$ cat config.mk
export PLATFORM = sky130hd
export DESIGN_NAME = id_stage
export DESIGN_NICKNAME = d
export VERILOG_FILES = /design/src/common/id_pkg.sv /design/src/hw/id_stage/id_stage.sv /design/src/hw/id_stage/imm_gen.sv /design/src/hw/id_stage/instr_decoder.sv /design/src/hw/id_stage/reg_file.sv
export VERILOG_INCLUDE_DIRS = /design/src /design/src/common
export SDC_FILE = /design/constraint.sdc
export NUM_CORES = 2
export LEC_CHECK = 0
export ABC_AREA = 0
export BUFFER_PORTS_ARGS = -buffer_cell sky130_fd_sc_hd__buf_4
export CAP_MARGIN = 10
export CORE_ASPECT_RATIO = 0.7
export CORE_UTILIZATION = 45
export DETAILED_ROUTE_END_ITERATION = 10
export PLACE_DENSITY_LB_ADDON = 0.08
export SETUP_SLACK_MARGIN = 0.1
export SYNTH_ARGS = -nofsm -noshare
export SYNTH_HDL_FRONTEND = slang
export SYNTH_SLANG_ARGS = --single-unit
$ cat constraint.sdc
create_clock -name clk -period 9.9 [get_ports clk]
set_input_delay 1.98 -clock clk [delete_from_list [all_inputs] [get_ports clk]]
set_output_delay 1.98 -clock clk [all_outputs]
set_load 0.02 [all_outputs]
$ cat src/common/id_defines.svh
`ifndef ID_DEFINES_SVH
`define ID_DEFINES_SVH

`default_nettype none

////////////////////
// RV32I sizes
////////////////////

`define WORD_SIZE 32            // Data and instruction width
`define NUM_REGS  32            // Architectural registers x0..x31
`define REG_SEL   5             // Register number width

////////////////////
// Opcode field, instr[6:0]
////////////////////

`define OPC_OP     7'b0110011   // R type arithmetic
`define OPC_OP_IMM 7'b0010011   // I type arithmetic
`define OPC_LOAD   7'b0000011   // Loads, I format
`define OPC_STORE  7'b0100011   // Stores, S format
`define OPC_BRANCH 7'b1100011   // Conditional branches, B format
`define OPC_LUI    7'b0110111   // Load upper immediate, U format

`default_nettype wire
`endif
$ cat src/common/id_pkg.sv
`include "id_defines.svh"
`default_nettype none

package id_pkg;

    ////////////////////
    // Decoded opcodes
    ////////////////////

    // Anything not listed here decodes as a bubble
    typedef enum logic [6:0] {
        OP     = `OPC_OP,
        OP_IMM = `OPC_OP_IMM,
        LOAD   = `OPC_LOAD,
        STORE  = `OPC_STORE,
        BRANCH = `OPC_BRANCH,
        LUI    = `OPC_LUI
    } opcode_e;

    ////////////////////
    // ALU operation
    ////////////////////

    // Encoding is {funct7[5], funct3}
    typedef enum logic [3:0] {
        ALU_ADD  = 4'b0000,
        ALU_SUB  = 4'b1000,
        ALU_SLL  = 4'b0001,
        ALU_SLT  = 4'b0010,
        ALU_SLTU = 4'b0011,
        ALU_XOR  = 4'b0100,
        ALU_SRL  = 4'b0101,
        ALU_SRA  = 4'b1101,
        ALU_OR   = 4'b0110,
        ALU_AND  = 4'b0111
    } alu_op_e;

endpackage

`default_nettype wire

$ cat src/hw/id_stage/id_stage.sv
`include "id_defines.svh"
`default_nettype none

module id_stage (
    input  wire                    clk,
    input  wire                    reset,
    input  wire [`WORD_SIZE-1:0]   instr,        // From fetch, one per cycle
    input  wire                    reg_write,    // Write-back strobe
    input  wire [`REG_SEL-1:0]     rd_select,
    input  wire [`WORD_SIZE-1:0]   rd_data,
    output logic [`WORD_SIZE-1:0]  immd,
    output logic [`WORD_SIZE-1:0]  data1,
    output logic [`WORD_SIZE-1:0]  data2,
    output id_pkg::alu_op_e        alu_op,
    output logic [`REG_SEL-1:0]    destination,
    output logic                   write_reg,
    output logic                   mem_write,
    output logic                   mem_read,
    output logic                   src_immd,
    output logic                   branch
);
    import id_pkg::*;

    logic [`REG_SEL-1:0]   rs1_sel;      // Source register numbers
    logic [`REG_SEL-1:0]   rs2_sel;
    logic [`WORD_SIZE-1:0] rs1_data;     // Register file read data, bypassed
    logic [`WORD_SIZE-1:0] rs2_data;
    logic [`WORD_SIZE-1:0] imm_value;
    alu_op_e               dec_alu_op;
    logic                  dec_write_reg;
    logic                  dec_mem_write;
    logic                  dec_mem_read;
    logic                  dec_src_immd;
    logic                  dec_branch;

    instr_decoder u_decoder (
        .instr     (instr),
        .rs1_sel   (rs1_sel),
        .rs2_sel   (rs2_sel),
        .alu_op    (dec_alu_op),
        .write_reg (dec_write_reg),
        .mem_write (dec_mem_write),
        .mem_read  (dec_mem_read),
        .src_immd  (dec_src_immd),
        .branch    (dec_branch)
    );

    imm_gen u_imm_gen (
        .instr (instr),
        .immd  (imm_value)
    );

    reg_file u_reg_file (
        .clk       (clk),
        .reg_write (reg_write),
        .rd_select (rd_select),
        .rd_data   (rd_data),
        .rs1_sel   (rs1_sel),
        .rs2_sel   (rs2_sel),
        .rs1_data  (rs1_data),
        .rs2_data  (rs2_data)
    );

    ////////////////////
    // ID/EX register
    ////////////////////

    always_ff @(posedge clk) begin
        if (reset) begin          // Bubble, all controls low
            immd        <= '0;
            data1       <= '0;
            data2       <= '0;
            alu_op      <= ALU_ADD;
            destination <= '0;
            write_reg   <= 1'b0;
            mem_write   <= 1'b0;
            mem_read    <= 1'b0;
            src_immd    <= 1'b0;
            branch      <= 1'b0;
        end else begin
            immd        <= imm_value;
            data1       <= rs1_data;
            data2       <= rs2_data;
            alu_op      <= dec_alu_op;
            destination <= instr[11:7];   // rd field
            write_reg   <= dec_write_reg;
            mem_write   <= dec_mem_write;
            mem_read    <= dec_mem_read;
            src_immd    <= dec_src_immd;
            branch      <= dec_branch;
        end
    end

endmodule

`default_nettype wire

$ cat src/hw/id_stage/imm_gen.sv
`include "id_defines.svh"
`default_nettype none

module imm_gen (
    input  wire [`WORD_SIZE-1:0]   instr,
    output logic [`WORD_SIZE-1:0]  immd
);
    import id_pkg::*;

    opcode_e opcode;
    logic    sign;            // Instruction bit 31

    assign opcode = opcode_e'(instr[6:0]);
    assign sign   = instr[31];

    ////////////////////
    // Format select
    ////////////////////

    always_comb begin
        case (opcode)
            OP_IMM, LOAD: begin   // I format
                immd = {{20{sign}}, instr[31:20]};
            end
            STORE: begin          // S format, split field
                immd = {{20{sign}}, instr[31:25], instr[11:7]};
            end
            BRANCH: begin         // B format, halfword offset
                immd = {{19{sign}}, instr[31], instr[7], instr[30:25],
                        instr[11:8], 1'b0};
            end
            LUI: begin            // U format
                immd = {instr[31:12], 12'b0};
            end
            default: begin        // OP and unknown opcodes
                immd = '0;
            end
        endcase
    end

endmodule

`default_nettype wire

$ cat src/hw/id_stage/instr_decoder.sv
`include "id_defines.svh"
`default_nettype none

module instr_decoder (
    input  wire [`WORD_SIZE-1:0]  instr,
    output logic [`REG_SEL-1:0]   rs1_sel,
    output logic [`REG_SEL-1:0]   rs2_sel,
    output id_pkg::alu_op_e       alu_op,
    output logic                  write_reg,
    output logic                  mem_write,
    output logic                  mem_read,
    output logic                  src_immd,   // Second ALU operand is immd
    output logic                  branch
);
    import id_pkg::*;

    opcode_e    opcode;
    logic [2:0] funct3;
    logic       funct7_b5;    // SUB and SRA select

    assign opcode    = opcode_e'(instr[6:0]);
    assign funct3    = instr[14:12];
    assign funct7_b5 = instr[30];

    ////////////////////
    // Register numbers
    ////////////////////

    // LUI adds the immediate to x0
    assign rs1_sel = (opcode == LUI) ? '0 : instr[19:15];
    assign rs2_sel = instr[24:20];

    ////////////////////
    // Control levels
    ////////////////////

    always_comb begin
        alu_op    = ALU_ADD;      // Default is a bubble
        write_reg = 1'b0;
        mem_write = 1'b0;
        mem_read  = 1'b0;
        src_immd  = 1'b0;
        branch    = 1'b0;
        case (opcode)
            OP: begin
                alu_op    = alu_op_e'({funct7_b5, funct3});
                write_reg = 1'b1;
            end
            OP_IMM: begin
                // Bit 30 only picks SRAI over SRLI, elsewhere it is immediate
                if (funct3 == 3'b101) begin
                    alu_op = alu_op_e'({funct7_b5, funct3});
                end else begin
                    alu_op = alu_op_e'({1'b0, funct3});
                end
                write_reg = 1'b1;
                src_immd  = 1'b1;
            end
            LOAD: begin           // Address is rs1 + immd
                write_reg = 1'b1;
                mem_read  = 1'b1;
                src_immd  = 1'b1;
            end
            STORE: begin
                mem_write = 1'b1;
                src_immd  = 1'b1;
            end
            BRANCH: begin
                alu_op = ALU_SUB; // Compare by subtraction
                branch = 1'b1;
            end
            LUI: begin            // x0 + U immediate
                write_reg = 1'b1;
                src_immd  = 1'b1;
            end
            default: ;            // Unknown opcode, keep bubble
        endcase
    end

endmodule

`default_nettype wire

$ cat src/hw/id_stage/reg_file.sv
`include "id_defines.svh"
`default_nettype none

module reg_file (
    input  wire                    clk,
    input  wire                    reg_write,   // Write strobe from write-back
    input  wire [`REG_SEL-1:0]     rd_select,
    input  wire [`WORD_SIZE-1:0]   rd_data,
    input  wire [`REG_SEL-1:0]     rs1_sel,
    input  wire [`REG_SEL-1:0]     rs2_sel,
    output logic [`WORD_SIZE-1:0]  rs1_data,
    output logic [`WORD_SIZE-1:0]  rs2_data
);

    logic [`WORD_SIZE-1:0] regs [`NUM_REGS];   // x0 entry never written

    // x0 is dropped here, so a write to it never reaches the array
    always_ff @(posedge clk) begin
        if (reg_write && (rd_select != '0)) begin
            regs[rd_select] <= rd_data;
        end
    end

    ////////////////////
    // Read ports
    ////////////////////

    // Shared by both ports, bypass beats the stored word
    function automatic logic [`WORD_SIZE-1:0] read_port(input logic [`REG_SEL-1:0] sel);
        logic [`WORD_SIZE-1:0] value;
        if (sel == '0) begin
            value = '0;                           // Hard-wired zero
        end else if (reg_write && (sel == rd_select)) begin
            value = rd_data;                      // Write-through in same cycle
        end else begin
            value = regs[sel];
        end
        return value;
    endfunction

    always_comb begin
        rs1_data = read_port(rs1_sel);
        rs2_data = read_port(rs2_sel);
    end

endmodule

`default_nettype wire

Word-level counts from Yosys, hierarchy flattened
Memory sizes are Yosys's and may differ from the RTL's. A register that Yosys moved wholly into a read port is not among the register bits.
Cells that the tools add are included.
- bits in registers: 46
- RAM bits: 1024
- bits of input ports: 72
- word-level logic and storage cells: 36
- memories kept: 1
- equal/unequal tests: 7
- multiplexer cells: 11
- reduce and logical (&&, ||, !) cells: 9
- memory list (name ; depth ; bits a word ; rd ports ; clocked after memory_dff ; write ports ; RTL line ; RTL):
    u_reg_file.regs ; 32 ; 32 ; 2 ; 2 ; 1 ; reg_file.sv:15 ; logic [`WORD_SIZE-1:0] regs [`NUM_REGS];
- operators by type and width (cell ; number):
    $pmux 32 s4 ; 1
    $eq 7x6->1 const B ; 3
    $pmux 4 s3 ; 1
    $logic_not 5->1 ; 2
    $reduce_or 4->1 ; 2
    $eq 7x2->1 const B ; 1
    $eq 7x5->1 const B ; 1
    $eq 7x7->1 const B ; 1
    $mux 1 ; 7
    $reduce_or 2->1 ; 3
    $mux 5 ; 1
    $reduce_bool 5->1 ; 1
    $mux 4 ; 1
    $eq 3x3->1 const B ; 1
    $logic_and 1x1->1 ; 1

Longest topological paths before layout
- depth in word-level cells: 4
- gate-level depth with buffers: 11

By module
Synthesis repeated with hierarchy kept, for this count alone.
- cell total of the unflattened synthesis: 2858
- area total of the unflattened synthesis: 51565.7 sq um
- by module, submodules not included (module ; times used ; cells each ; area each (sq um)):
    reg_file ; 1 ; 2520 ; 47869.7
    id_stage ; 1 ; 232 ; 3019.1
    imm_gen ; 1 ; 74 ; 446.7
    instr_decoder ; 1 ; 32 ; 230.2

Least setup slack after synthesis
Ideal clock, no wire load.
- path type: in2reg
- from: input rd_select[4]
- to: memory u_reg_file.regs[17][0] in the netlist's numbering (enable)
- arrival time: 4130 ps
- data required time: 9479 ps
- setup slack: 5349 ps
- stages on the path: 3
- buffers on the path: 1
- path through: clkbuf_1 -> or3b_2 -> nor2_1
- word-level cells in the longest chain between the ends: 4
- RTL lines (item ; RTL line ; RTL):
    from (decl) ; id_stage.sv:9 ; input wire [`REG_SEL-1:0] rd_select,
    $reduce_bool 5->1 ; reg_file.sv:19 ; if (reg_write && (rd_select != '0)) begin
    $logic_and 1x1->1 ; reg_file.sv:19 ;
    $mux 1 ; reg_file.sv:19 ;
    $mux 1 (implied by the code) ; reg_file.sv:20 ; regs[rd_select] <= rd_data;
    to (decl) ; reg_file.sv:15 ;
Parallel ways exist; a longest one is shown, timed or not.

Worst setup path in the final report
- from: input instr[20]
- to: register data2[25] (read register of u_reg_file.regs)
- word-level cells in the longest chain between the ends: 2
- RTL lines (item ; RTL line ; RTL):
    from (decl) ; id_stage.sv:7 ; input wire [`WORD_SIZE-1:0] instr,
    $logic_not 5->1 ; reg_file.sv:31 ; if (sel == '0) begin
    $reduce_or 2->1 (no source line) ; - ;
    to (decl) ; id_stage.sv:13 ; output logic [`WORD_SIZE-1:0] data2,
Parallel ways exist; a longest one is shown, timed or not.
A chain may end at the register's enable or synchronous reset.

==> impl_results.md <==
- Worst EP arrival: between 5000 and 6000 ps
- Clock root buffer: clkbuf_16
- Worst hold slack: 677 ps
- Met3 usage: 0.0836
- Starting Density: 0.455
- N_diodes: 0
- Post-synth EDFFs: 1,024
- RSZ-0062 raised after global routing: false
- Final HPWL DP: 100,000 um
- Overall Global Routing Usage: 0.311
- Largest net degree at the start of global routing: 117
- Max H-tree Level: 3
- Via Count: about 33,000
- Largest Register: u_reg_file.regs
- Worst EP required: about 10,000 ps
- M1 GR Usage: 0.470
- Hold Crit Class: flop to flop
- Final Skew: 29.6 ps
- Inst Count DP: about 4,600
- Final worst-path cycle share: 0.483
- Vias in the first global route: 31,700
- Rel. slew slack: 0.198
- GR peak layer: met1
- Top-area cell type share of the netlist area: 0.598
- Final setup viols: 0
- Clk pwr share: 0.405
- Critical path capture point type: flop
- Seq pwr share: 0.503
- Max-cap violations: 0
- Total number of yosys warnings: 0
- Antenna Nets Post-Route: 0
- Yosys top cell by area: edfxtp_1
- Post-route cell area: 58,300 sq um
- Distinct cells, synth: 60
- Die ar.: about 120,000 sq um
- Minimum clock period: 4780 ps
- Setup_tns: 0 ps
- Grt met2 use: 0.444
- Post-CTS Setup Bufs: 0
- CTS Hold Bufs: 0
- DRT iter0 DRCs: between 4,000 and 5,000
- Initial antenna violation count: 5
- Global-route wire length before repair: around 250,000 um
- Wire per inst: about 38 um
- Status: complete, no violations
- Later-pin clock latency in the skew report: between 700 and 800 ps
- Pint: just over 8 mW
- IO Pins: 182
- Die X: between 400 and 500 um
- Crit path max fanout: 69
- CP Launch Type: input port
- P_sw: about 2.6 mW
- Remaining DRCs: 0
- Routed vias/inst: between 6 and 7
- Synth Instances: just over 3,000
- Register area share after synthesis: 0.641
- Slew @ Worst Pin: 1200 ps
- Share of cells above drive strength 1: 0.288
- Total core area: between 100,000 and 150,000 sq um
- Fin cells: about 4,800
- CTS resizes: 0
- Most area-consuming cells after synthesis: edfxtp_1, mux4_2, dfxtp_1
- Number of nets in the layout: around 3,200
- Yosys reg bits: ~1,100
- Total wire length: ~180,000 um
- Drt first pass iters: 6
- Mean Syn Cell Area: about 17 sq um
- Sw frac: 0.239
- Dpl cell area: ~55,000 sq um
- Max IR drop VDD: between 0.1 and 0.15 mV
- Final hold vios: 0
- FMAX: about 210 MHz
- Setup CP Type: input port to flop
- PortBufs: between 150 and 200
- Die Y: ~280 um
- PD cells: 183 nW/um^2
- Number of flip-flops under the largest register name: between 1,000 and 1,500
- Routability congestion estimate from global placement: just over 0.8
- CTS Buf Count: between 100 and 150
- Standard-cell rows: 103
- CTS tree: built
- Mapped Area: approximately 50,000 sq um
- Async S/R FF share, synth: 0
- # clock sinks: ~1,100
- Longest Clk Path Bufs: 3
- Layout area overhead: 13.4%
- Overflow after GRT: 0
- Clock transition at the registers of the reported paths: ~60 ps
- Leak: 18.9 nW
- Ys flop type: edfxtp_1
- Gate power share: 0.092
- Power Total: approximately 11 mW
- Final Max Slew Viols: 0
## final timing paths
check | startpoint | endpoint | slack (ps) | cells after the start
hold reg to reg | u_reg_file.regs[0][29] | data1[29] | 680 | 3
hold / removal | u_reg_file.regs[0][29] | data1[29] | 680 | 3
setup reg to reg | u_reg_file.regs[1][25] | data2[25] | 7790 | 6
setup / recovery | instr[20] | data2[25] | 5120 | 7
## power groups by stage
stage	Sequential (mW)	Clock [mW]	Combinational, mW
5_1_grt	5.37	4.56	1.02
4_1_cts	5.37	4.38	0.970
6_report	5.37	4.33	0.983
2_1_floorplan	5.47	0	0.537
3_5_place_dp	5.47	0	0.967
3_3_place_gp	5.46	0	0.958
## layout by cell type, fill, tap and decap left out, types with 32 or more instances in the layout
master and n:
nand2_1 76, a32o_1 32, a22oi_1 33, buf_4 253, o21ai_0 55, mux4_2 414, conb_1 32, clkbuf_1 36
edfxtp_1 1024, o22ai_1 37, a211oi_1 53, mux2_2 50, dfxtp_1 110, o211ai_1 69, clkbuf_16 113, nor2_4 34
a21oi_1 247, mux2i_1 152, nor2_1 149
## synth_stat cells, types with 37 or more instances
cell type  instances
mux4_2           414
mux2_2            50
a21oi_1          247
nor2_1           184
a211oi_1          53
o22ai_1           37
dfxtp_1          110
clkbuf_1         131
o21ai_0           56
mux2i_1          152
o211ai_1          69
nand2_1           77
buf_2             93
edfxtp_1        1024
## worst max-delay path: stages
cell and delay [ps]:
buf_8 590, buf_4 760, xnor2_1 170, nand4_1 200, buf_4 520, nor2_1 80, a211oi_1 750
## through the flow
stage	util	setup slack, ps
CTS	0.516	5190
floorplan	-	5350
global placement	0.484	4400
detailed placement	0.484	4410
finish	0.516	5120
global route	0.516	5050
## cell families (layout without fill, tap and decap cells)
| group | count (synthesis) | count (layout) | synth area share |
|---|---|---|---|
| DFF | 1134 | 1134 | 0.641 |
| buffers and inverters | 271 | 483 | 0.0238 |
| and+or+nand+nor | 375 | 375 | 0.0333 |
| AOI/OAI and AO/OA | 626 | 626 | 0.0790 |
| xor gates and xnor gates | 8 | 8 | 0.00136 |
| other | 1 | 32 | 0.0000729 |
| muxes | 616 | 616 | 0.222 |
## layout make-up
cell class              instances  area, sq um
fillers                      9158        54700
flip-flops and latches       1134        33000
multi-input cells            1657        17700
clock buffers                 152         3000
repair buffers                263         2070
well taps                    1522         1900
clock inverters                60          646
inverters                       8         30.0
## layer usage
metal	share of wire	vias to the layer above
li1	-	12900
met1	0.42	17400
met2	0.43	2145
met3	0.12	277
met4	0.026	6
met5	0.00019	-
(Power assumes the default switching activity.)
